## src/design/rv_settings.svh

```systemverilog
`ifndef RV_SETTINGS_SVH
`define RV_SETTINGS_SVH

// ----------------------------------------------------------------------
// Core sizing
// ----------------------------------------------------------------------

// Data path width
`define RV_XLEN 32

// Architectural registers x0..x31
`define RV_NREGS 32

// ----------------------------------------------------------------------
// Scoreboard sizing
// ----------------------------------------------------------------------

// Pending-write counter, saturates at 3 writes in flight
`define RV_PEND_W 2

`endif

```

## src/design/rv_pkg.sv

```systemverilog
package rv_pkg;

    `include "rv_settings.svh"

    // Plain vector types
    typedef logic [`RV_XLEN-1:0]           xlen_t;
    typedef logic [$clog2(`RV_NREGS)-1:0]  reg_idx_t;
    typedef logic [31:0]                   instr_t;
    typedef logic [`RV_PEND_W-1:0]         pend_t;

    // ALU operations, PASS_B serves LUI
    typedef enum logic [2:0] {
        ALU_ADD,
        ALU_SUB,
        ALU_AND,
        ALU_OR,
        ALU_XOR,
        ALU_SLT,
        ALU_PASS_B
    } alu_op_e;

    // Decoder output
    typedef struct packed {
        logic     read_rs1;
        logic     read_rs2;
        logic     write_rd;
        reg_idx_t rs1;
        reg_idx_t rs2;
        reg_idx_t rd;
        logic     use_imm;
        xlen_t    imm;
        alu_op_e  alu_op;
    } dec_t;

    // Operand latch between issue and ALU
    typedef struct packed {
        logic     valid;
        reg_idx_t rd;
        logic     write_rd;
        xlen_t    op_a;
        xlen_t    op_b;
        alu_op_e  alu_op;
    } ex_t;

    // Writeback bus back to the register file
    typedef struct packed {
        logic     valid;
        reg_idx_t rd;
        xlen_t    data;
    } wb_t;

endpackage

```

## src/design/alu_pipe.sv

```systemverilog
`timescale 1ns/100ps

module alu_pipe
    import rv_pkg::*;
(
    input  logic  clk_i,
    input  logic  rst_i,
    input  logic  accept_i,
    input  dec_t  dec_i,
    input  xlen_t rs1_data_i,
    input  xlen_t rs2_data_i,
    output wb_t   wb_o
);

    ex_t   ex_d;
    ex_t   ex_q;
    xlen_t alu_res;
    wb_t   wb_d;

    // ----------------------------------------------------------------------
    // Stage 1, operand latch
    // ----------------------------------------------------------------------
    always_comb begin
        ex_d.valid    = accept_i;
        ex_d.rd       = dec_i.rd;
        ex_d.write_rd = dec_i.write_rd;
        ex_d.op_a     = rs1_data_i;
        // Immediate replaces rs2 for OP-IMM and LUI
        ex_d.op_b     = dec_i.use_imm ? dec_i.imm : rs2_data_i;
        ex_d.alu_op   = dec_i.alu_op;
    end

    // Bubble when nothing accepted
    always_ff @(posedge clk_i) begin
        if (!rst_i) begin
            ex_q <= '0;
        end else begin
            ex_q <= ex_d;
        end
    end

    // ----------------------------------------------------------------------
    // Stage 2, ALU and writeback register
    // ----------------------------------------------------------------------
    always_comb begin
        unique case (ex_q.alu_op)
            ALU_SUB:    alu_res = ex_q.op_a - ex_q.op_b;
            ALU_AND:    alu_res = ex_q.op_a & ex_q.op_b;
            ALU_OR:     alu_res = ex_q.op_a | ex_q.op_b;
            ALU_XOR:    alu_res = ex_q.op_a ^ ex_q.op_b;
            // Signed compare, result 0 or 1
            ALU_SLT:    alu_res = xlen_t'($signed(ex_q.op_a) < $signed(ex_q.op_b));
            ALU_PASS_B: alu_res = ex_q.op_b;
            default:    alu_res = ex_q.op_a + ex_q.op_b;
        endcase
    end

    // Writes to x0 retire silently
    assign wb_d.valid = ex_q.valid && ex_q.write_rd && (ex_q.rd != '0);
    assign wb_d.rd    = ex_q.rd;
    assign wb_d.data  = alu_res;

    always_ff @(posedge clk_i) begin
        if (!rst_i) begin
            wb_o <= '0;
        end else begin
            wb_o <= wb_d;
        end
    end

    // ----------------------------------------------------------------------
    // Assertions
    // ----------------------------------------------------------------------
    a_wb_rd_nonzero : assert property (@(posedge clk_i) disable iff (!rst_i)
        wb_o.valid |-> (wb_o.rd != '0));

    // Writing instruction retires exactly two edges after accept
    a_wb_latency : assert property (@(posedge clk_i) disable iff (!rst_i)
        (accept_i && dec_i.write_rd && dec_i.rd != '0)
            |-> ##2 (wb_o.valid && wb_o.rd == $past(dec_i.rd, 2)));

endmodule

```

## src/design/instr_decoder.sv

```systemverilog
`timescale 1ns/100ps

`include "rv_settings.svh"

module instr_decoder
    import rv_pkg::*;
(
    input  instr_t instr_i,
    output dec_t   dec_o
);

    // Major opcodes handled here
    localparam logic [6:0] OPC_OP     = 7'b0110011;
    localparam logic [6:0] OPC_OP_IMM = 7'b0010011;
    localparam logic [6:0] OPC_LUI    = 7'b0110111;

    logic [6:0] opcode;
    logic [2:0] funct3;
    logic [6:0] funct7;
    xlen_t      imm_i_type;
    xlen_t      imm_u_type;

    // ----------------------------------------------------------------------
    // Field extraction
    // ----------------------------------------------------------------------
    assign opcode = instr_i[6:0];
    assign funct3 = instr_i[14:12];
    assign funct7 = instr_i[31:25];

    // Sign-extended I immediate
    assign imm_i_type = {{(`RV_XLEN-12){instr_i[31]}}, instr_i[31:20]};
    // U immediate, low 12 bits zero
    assign imm_u_type = {{(`RV_XLEN-32){instr_i[31]}}, instr_i[31:12], 12'b0};

    // ----------------------------------------------------------------------
    // Opcode decode
    // ----------------------------------------------------------------------
    always_comb begin
        // Default is a bubble, register fields still extracted
        dec_o          = '0;
        dec_o.rs1      = instr_i[19:15];
        dec_o.rs2      = instr_i[24:20];
        dec_o.rd       = instr_i[11:7];
        dec_o.imm      = imm_i_type;
        dec_o.alu_op   = ALU_ADD;

        unique case (opcode)
            OPC_OP: begin
                // Register-register, only base funct7 plus SUB
                dec_o.read_rs1 = 1'b1;
                dec_o.read_rs2 = 1'b1;
                dec_o.write_rd = 1'b1;
                unique case ({funct7, funct3})
                    {7'b0000000, 3'b000}: dec_o.alu_op = ALU_ADD;
                    {7'b0100000, 3'b000}: dec_o.alu_op = ALU_SUB;
                    {7'b0000000, 3'b010}: dec_o.alu_op = ALU_SLT;
                    {7'b0000000, 3'b100}: dec_o.alu_op = ALU_XOR;
                    {7'b0000000, 3'b110}: dec_o.alu_op = ALU_OR;
                    {7'b0000000, 3'b111}: dec_o.alu_op = ALU_AND;
                    default: begin
                        dec_o.read_rs1 = 1'b0;
                        dec_o.read_rs2 = 1'b0;
                        dec_o.write_rd = 1'b0;
                    end
                endcase
            end
            OPC_OP_IMM: begin
                // Register-immediate, slti and shifts become bubbles
                dec_o.read_rs1 = 1'b1;
                dec_o.write_rd = 1'b1;
                dec_o.use_imm  = 1'b1;
                unique case (funct3)
                    3'b000: dec_o.alu_op = ALU_ADD;
                    3'b100: dec_o.alu_op = ALU_XOR;
                    3'b110: dec_o.alu_op = ALU_OR;
                    3'b111: dec_o.alu_op = ALU_AND;
                    default: begin
                        dec_o.read_rs1 = 1'b0;
                        dec_o.write_rd = 1'b0;
                        dec_o.use_imm  = 1'b0;
                    end
                endcase
            end
            OPC_LUI: begin
                // No sources, immediate passes through
                dec_o.write_rd = 1'b1;
                dec_o.use_imm  = 1'b1;
                dec_o.imm      = imm_u_type;
                dec_o.alu_op   = ALU_PASS_B;
            end
            default: begin
                // Anything else issues as a bubble
                dec_o.alu_op = ALU_ADD;
            end
        endcase
    end

endmodule

```

## src/design/issue_core_top.sv

```systemverilog
`timescale 1ns/100ps

module issue_core_top
    import rv_pkg::*;
(
    input  logic   clk_i,
    input  logic   rst_i,
    input  logic   instr_valid_i,
    input  instr_t instr_i,
    output logic   stall_o,
    output wb_t    wb_o
);

    dec_t  dec;
    xlen_t rs1_data;
    xlen_t rs2_data;
    logic  stall;
    logic  accept;

    // ----------------------------------------------------------------------
    // Decode
    // ----------------------------------------------------------------------
    instr_decoder u_instr_decoder (
        .instr_i (instr_i),
        .dec_o   (dec)
    );

    // ----------------------------------------------------------------------
    // Operand read and scoreboard
    // ----------------------------------------------------------------------
    register_file u_register_file (
        .clk_i      (clk_i),
        .rst_i      (rst_i),
        .valid_i    (instr_valid_i),
        .dec_i      (dec),
        .wb_i       (wb_o),
        .rs1_data_o (rs1_data),
        .rs2_data_o (rs2_data),
        .stall_o    (stall)
    );

    // Issue when valid and no hazard
    assign accept  = instr_valid_i && !stall;
    assign stall_o = stall;

    // ----------------------------------------------------------------------
    // Execute and writeback
    // ----------------------------------------------------------------------
    alu_pipe u_alu_pipe (
        .clk_i      (clk_i),
        .rst_i      (rst_i),
        .accept_i   (accept),
        .dec_i      (dec),
        .rs1_data_i (rs1_data),
        .rs2_data_i (rs2_data),
        .wb_o       (wb_o)
    );

endmodule

```

## src/design/register_file.sv

```systemverilog
`timescale 1ns/100ps

`include "rv_settings.svh"

module register_file
    import rv_pkg::*;
(
    input  logic  clk_i,
    input  logic  rst_i,
    input  logic  valid_i,
    input  dec_t  dec_i,
    input  wb_t   wb_i,
    output xlen_t rs1_data_o,
    output xlen_t rs2_data_o,
    output logic  stall_o
);

    // Architectural state and per-register scoreboard
    xlen_t regs_q [`RV_NREGS];
    pend_t pend_q [`RV_NREGS];

    logic rs1_ready;
    logic rs2_ready;
    logic rd_full;
    logic accept;
    logic cnt_inc;
    logic cnt_dec;
    logic same_rd;

    // ----------------------------------------------------------------------
    // Read ports and hazard detection
    // ----------------------------------------------------------------------

    // Source ready once no write is pending
    assign rs1_ready = (pend_q[dec_i.rs1] == '0);
    assign rs2_ready = (pend_q[dec_i.rs2] == '0);

    // Saturated destination counter, x0 never counts
    assign rd_full = dec_i.write_rd && (dec_i.rd != '0) && (pend_q[dec_i.rd] == '1);

    // Data gated to zero while a source is unused or not ready
    assign rs1_data_o = (dec_i.read_rs1 && rs1_ready) ? regs_q[dec_i.rs1] : '0;
    assign rs2_data_o = (dec_i.read_rs2 && rs2_ready) ? regs_q[dec_i.rs2] : '0;

    assign stall_o = valid_i && ((dec_i.read_rs1 && !rs1_ready) ||
                                 (dec_i.read_rs2 && !rs2_ready) ||
                                 rd_full);

    // Same accept condition the top hands to the execute pipe
    assign accept = valid_i && !stall_o;

    // ----------------------------------------------------------------------
    // Scoreboard update and write port
    // ----------------------------------------------------------------------
    assign cnt_inc = accept && dec_i.write_rd && (dec_i.rd != '0);
    assign cnt_dec = wb_i.valid && (wb_i.rd != '0);
    // Issue and retire on one register cancel out
    assign same_rd = cnt_inc && cnt_dec && (wb_i.rd == dec_i.rd);

    always_ff @(posedge clk_i) begin
        if (!rst_i) begin
            for (int i = 0; i < `RV_NREGS; i++) begin
                regs_q[i] <= '0;
                pend_q[i] <= '0;
            end
        end else begin
            if (cnt_inc && !same_rd) begin
                pend_q[dec_i.rd] <= pend_q[dec_i.rd] + pend_t'(1);
            end
            if (cnt_dec && !same_rd) begin
                pend_q[wb_i.rd] <= pend_q[wb_i.rd] - pend_t'(1);
            end
            // Writeback data lands even when the counter holds
            if (cnt_dec) begin
                regs_q[wb_i.rd] <= wb_i.data;
            end
        end
    end

    // ----------------------------------------------------------------------
    // Assertions
    // ----------------------------------------------------------------------

    // Every retiring write was counted at issue
    a_no_underflow : assert property (@(posedge clk_i) disable iff (!rst_i)
        cnt_dec |-> (pend_q[wb_i.rd] != '0));

    // Counted register keeps its pending mark until retire
    a_no_overflow : assert property (@(posedge clk_i) disable iff (!rst_i)
        (cnt_inc && !same_rd) |=> (pend_q[$past(dec_i.rd)] != '0));

    // x0 stays hardwired zero
    a_x0_zero : assert property (@(posedge clk_i) disable iff (!rst_i)
        (dec_i.read_rs1 && dec_i.rs1 == '0) |-> (rs1_data_o == '0));

endmodule

```

## config.mk

```make
export PLATFORM = sky130hd
export DESIGN_NAME = issue_core_top
export DESIGN_NICKNAME = d
export VERILOG_FILES = /design/src/design/rv_pkg.sv /design/src/design/alu_pipe.sv /design/src/design/instr_decoder.sv /design/src/design/issue_core_top.sv /design/src/design/register_file.sv
export VERILOG_INCLUDE_DIRS = /design/src /design/src/design
export SDC_FILE = /design/constraint.sdc
export NUM_CORES = 2
export LEC_CHECK = 0
export ABC_AREA = 0
export BUFFER_PORTS_ARGS = -buffer_cell sky130_fd_sc_hd__buf_2
export CORE_UTILIZATION = 58
export DETAILED_ROUTE_END_ITERATION = 6
export GPL_ROUTABILITY_DRIVEN = 1
export GPL_TIMING_DRIVEN = 0
export MAX_ROUTING_LAYER = met4
export PLACE_DENSITY = 0.78
export SLEW_MARGIN = 0
export SYNTH_ARGS = -nofsm -noshare
export SYNTH_HDL_FRONTEND = slang
export SYNTH_HIERARCHICAL = 1
export SYNTH_SLANG_ARGS = --single-unit
```

## constraint.sdc

```tcl
create_clock -name clk_i -period 4.1 [get_ports clk_i]
set_clock_uncertainty 0.1 [all_clocks]
set_input_delay 0.41 -clock clk_i [delete_from_list [all_inputs] [get_ports clk_i]]
set_output_delay 0.41 -clock clk_i [all_outputs]
set_load 0.005 [all_outputs]
```

Word-level counts from Yosys, hierarchy flattened
Memories as Yosys holds them, arrays and structs flattened. A register that Yosys moved wholly into a read port is not among the register bits.
Cells that the tools add are included.
{"block": "totals", "memories": 2, "out_inout_bits": 39, "in_bits": 35, "reg_bits": 80, "elab_cells": 107, "ram_bits": 1088}
{"block": "op_classes", "order_cmp": 1, "reduce_logical": 37, "n_eq_ne": 19, "n_bitwise": 3, "n_addsub": 4, "mux": 33}
{"name": "u_register_file.regs_q", "words": 32, "width": 32, "read_ports": 2, "rd_ports_with_merged_regs": 1, "write_ports": 32, "line": "register_file.sv:19", "rtl": "xlen_t regs_q [`RV_NREGS];"}
{"name": "u_register_file.pend_q", "words": 32, "width": 2, "read_ports": 4, "rd_ports_with_merged_regs": 1, "write_ports": 32, "line": "register_file.sv:20", "rtl": "pend_t pend_q [`RV_NREGS];"}
{"cell": "one-hot mux 32 bit (6 select lines)", "count": 1}
{"cell": "two-way mux 32 bit", "count": 3}
{"cell": "adder 32 bit", "count": 1}
{"cell": "bitwise AND 32 bit", "count": 1}
{"cell": "< comparator 32 bit", "count": 1}
{"cell": "bitwise OR 32 bit", "count": 1}
{"cell": "OR reduction 32 bit", "count": 1}
{"cell": "subtractor 32 bit", "count": 1}
{"cell": "XOR 32 bit", "count": 1}
{"cell": "two-way mux 31 bit", "count": 1}
{"cell": "== test 10 x 3 -> 1 bit (second input constant)", "count": 3}
{"cell": "two-way mux 5 bit", "count": 4}
{"cell": "== test 3 bit (second input constant)", "count": 6}
{"cell": "one-hot mux 3 bit (3 select lines)", "count": 2}
{"cell": "logical AND 1 bit", "count": 17}
{"cell": "two-way mux 1 bit", "count": 15}
{"cell": "one-hot mux 3 bit (5 select lines)", "count": 1}
{"cell": "nonzero test 5 bit", "count": 3}
{"cell": "== test 7 x 6 -> 1 bit (second input constant)", "count": 2}
{"cell": "== test 10 x 2 -> 1 bit (second input constant)", "count": 1}
{"cell": "== test 10 x 9 -> 1 bit (second input constant)", "count": 1}
{"cell": "zero test 10 bit", "count": 1}
{"cell": "== test 7 x 5 -> 1 bit (second input constant)", "count": 1}
{"cell": "== test 3 x 2 -> 1 bit (second input constant)", "count": 2}
{"cell": "other kinds (17)", "count": 26}

Depth between registers and ports, before layout
{"block": "logic_depth", "word_depth": 21, "depth_mapped": 15, "mapped_depth_nobuf": 13}

By module
The synthesis kept the hierarchy.
{"mod": "register_file", "seq_area_each_um2": 32671.3, "area_per_inst_um2": 59470.8, "cells_per_inst": 3837, "instances": 1}
{"mod": "alu_pipe", "seq_area_each_um2": 2242.2, "area_per_inst_um2": 9008.6, "cells_per_inst": 1168, "instances": 1}
{"mod": "instr_decoder", "seq_area_each_um2": 0.0, "area_per_inst_um2": 590.6, "cells_per_inst": 89, "instances": 1}
{"mod": "issue_core_top", "seq_area_each_um2": 0.0, "area_per_inst_um2": 13.8, "cells_per_inst": 1, "instances": 1}

Worst setup path after synthesis
OpenSTA, ideal clock, no wires.
{"block": "synth_path", "kind": "in2reg", "from": "input port instr_i[7]", "to": "memory u_register_file/pend_q[1][0] in the netlist's numbering, enable pin", "stages": 13, "slack_ns": 0.040, "required_ns": 3.673, "setup_ns": 0.327, "path_buffers": 5, "arrival_time_ns": 3.632, "path_cell_list": "buf_4 -> clkbuf_1 -> buf_2 -> buf_1 -> mux4_2 -> a22oi_1 -> nand4_1 -> ha_1 -> o311a_1 -> nor2_1 -> nand4_1 -> clkbuf_1 -> o21ai_0"}
{"item": "from (decl)", "line": "issue_core_top.sv:9", "rtl": "input instr_t instr_i,"}
{"item": "to (decl)", "line": "register_file.sv:20"}

Final worst setup path
{"block": "layout_path", "from": "input port instr_i[16]", "to": "register, netlist name u_alu_pipe/ex_q[38]"}
{"block": "layout_between", "elab_chain_cells": 5}
{"item": "memory (32 x 2 bit)"}
{"item": "zero test 2 bit", "line": "register_file.sv:35", "rtl": "assign rs1_ready = (pend_q[dec_i.rs1] == '0);"}
{"item": "logical AND 1 bit", "line": "register_file.sv:42", "rtl": "assign rs1_data_o = (dec_i.read_rs1 && rs1_ready) ? regs_q[dec_i.rs1] : '0;"}
{"item": "AND reduction 2 bit (no line)"}
{"item": "zero test 1 bit (no line)"}
Parallel ways exist; a longest one is shown, timed or not.
A chain may end at the register's enable or synchronous reset.

==> impl_metrics.yaml <==
routing:
  met1Wirelength_mm: 91.2
  ant_nets: 0
  drt_pre_antenna_iters: 7
  met2_length_mm: 125
  top_layer: "met4"
  drc: 3
  vias: 56005
  wl_mm: 301
  met3_length_mm: 53.0
  drt_iter0_drc: 10424
  routed_via_density: 7.92
  wl_per_cell_um: 42.6
power:
  p_total_mw: 29.6
  p_leak_nw: 30.1
  ir_drop_mv: 0.413
  power_density_nw_per_um2: 383
critical_path:
  timing.critical_path.depth: 11
  rr_worst_depth: 8
  crit_fanout: 10
  critical_path_arrival_ns: 4.87
  cpMaxStageDelayCell: "clkdlybuf4s15_1"
  cp-end-kind: "flop"
  cp-start-kind: "input port"
  crit_path_frequent_cell: "buf_2"
  path_buf_inv: 6
  critPathKind: "input port to flop"
  critical_path.top_delay_family: "buffers and inverters"
  cp.required_ns: 4.65
  cp_cell_sequence: "buf_2 > buf_4 > buf_2 > buf_2 > clkbuf_2 > clkdlybuf4s15_1 > mux4_2 > mux4_2 > mux2i_1 > nor2_1 > and2_1"
  critPathMaxStageDelay_ns: 1.09
cts:
  clockRootBuffer: "clkbuf_16"
  clkTransAtPathRegs_ns: 0.06
  numClockSinks: 1200
  clock_path_buffers: 3
  htree_levels: 4
  cts_tree: "yes"
  cts_inserted_buffers: 133
  insertion_delay_ns: 0.79
min_path:
  min_delay_path_depth: 4
  worstHoldPathType: "input port to flop"
sta:
  tightest_slew_ns: 1.68
  setup_slack_ns: -0.221
  slew_viol_final: 29
  relSlewSlack: -0.127
  post-route-period-util: 1.05
  hold_viol_final: 0
  max_freq_mhz: 231
  grt_setup_unrepaired: "false"
  period_needed_ns: 4.32
  whs_ns: 0.0162
  setup_viol: 43
grt:
  track_usage: 0.516
  grt_max_degree: 23
  grt_pass1_vias: 53807
  grt.overflow.total: 0
  antenna_found_initial: 35
  grt_pass1_wl_mm: 413
logic_synthesis:
  synth-edff-count: 1088
  synth_cells: 5095
  yosysUniqueCellTypes: 99
  synth_top_area_frac: 0.473
  yosys-top-cells-area: "edfxtp_1, mux4_2, and3_1"
  synth_ff_type: "edfxtp_1"
  ys_ff_latch: 1200
  netlist_area_um2: 69100
  ys_top_cells_by_count: "edfxtp_1, and3_1, mux4_2, clkbuf_1, nor2_1"
  synth_area_per_cell_um2: 13.6
  yosys.area.top_type: "edfxtp_1"
  yosys_warnings: 6
  synth_most_common_cell: "edfxtp_1"
  ys_seq_area_frac: 0.505
  async_flop_share: 0
floorplan:
  num_rows: 126
  dieWidth_um: 347
  die_h_um: 347
  design.core.area_um2: 118000
  io_pins: 74
  initial_core_util: 0.585
  dieArea_um2: 120000
final_layout:
  drive_above_1_share: 0.224
  fin_nets: 5513
  regArea_um2: 34900
  syn_to_final_growth_pct: 11.8
  fillers: 8448
  multi_input_area_um2: 31600
placement:
  port_buffers: 67
  globalplace.congestion: 1.11
  hpwl_mm: 222
  place_ws_ns: -1.63
job:
  cap_violations: 3
outcome:
  violations: "design-rule violations, max-capacitance violations, max-slew violations, negative setup slack"
  status: "finished with violations"
where the power goes:
part / switching [mW] / internal [mW]
sequential: 0.243 / 13.7
combinational: 2.21 / 1.29
clock: 5.12 / 7.05
total: 7.57 / 22.0
what timing repair did:
item,CTS,global route
hold buffers,17,0
endpoints found under the hold margin,16,0
pin swaps,2,1
buffers inserted,2,1
endpoints found under the setup margin,1188,264
cloned,0,0
resized for setup,83,66
state kept, by name, summed over array words and instances (netlist names):
register                count
u_alu_pipe/wb_o            38
u_register_file/regs_q   1024
u_alu_pipe/ex_q            74
u_register_file/pend_q     64
cells in the final DEF, fill, tap and decap left out, types with 55 or more instances in the layout:
cell          n
clkbuf_16   140
mux4_2      671
edfxtp_1   1088
mux2i_1     110
dfxtp_1     112
inv_1       107
and3_1      871
o21ai_0     145
nand2_1     131
clkbuf_1    450
diode_2      55
ha_1         97
a21oi_1     107
and2_1      181
buf_2       137
o22ai_1      65
nor2_1      218
area by class of cell:
class,count,area share
Sequential cell,1200,0.452
Multi-Input combinational cell,3204,0.409
Clock buffer,181,0.0480
Buffer,602,0.0346
Tap cell,1536,0.0249
Timing Repair Buffer,120,0.0156
Clock inverter,57,0.00828
Inverter,118,0.00573
Antenna cell,55,0.00178
layer usage:
| layer | vias up | global-route usage |
|---|---|---|
| met2 | 6271 | 0.703 |
| li1 | 20689 | - |
| met1 | 27116 | 0.575 |
| met4 | 0 | 0.418 |
| met3 | 1929 | 0.244 |
| met5 | - | - |
worst paths after layout:
path                                           from                             to  slack [ns]
worst max-delay path                    instr_i[16]            u_alu_pipe/ex_q[38]       -0.22
worst min-delay path                     instr_i[5]             u_alu_pipe/ex_q[2]        0.02
worst max register to register  u_alu_pipe/wb_o[32]  u_register_file/regs_q[24][0]       -0.11
worst min register to register  u_alu_pipe/ex_q[69]            u_alu_pipe/wb_o[33]        0.36
logic make-up after synthesis:
| logic type | after synthesis | synth area share |
|---|---|---|
| simple gates | 1648 | 0.136 |
| mux | 792 | 0.236 |
| buf+inv | 724 | 0.0433 |
| xor+xnor | 47 | 0.00607 |
| compound gates | 584 | 0.0551 |
| fa+ha+maj | 99 | 0.0181 |
| other cells | 1 | 0.0000543 |
| flops | 1200 | 0.505 |
worst register-to-register path: stages, from the launching register on:
cell,delay (ns)
dfxtp_1,0.32
buf_6,0.16
buf_6,0.19
buf_2,0.24
nor2_1,0.49
clkbuf_4,0.57
buf_1,0.84
clkbuf_1,0.89
and3_1,0.29
through the flow:
step	cells	setup TNS, ns	cell area, um2	util
after floorplan	5128	0	69200	-
after global placement	6731	-1888.59	71500	0.605
after detailed placement	6764	-677.78	72200	0.612
after CTS	7019	-0.0681	77000	0.652
after global routing	7052	0	77200	0.654
final	7073	-2.27	77200	0.654
(Power assumes the default switching activity.)
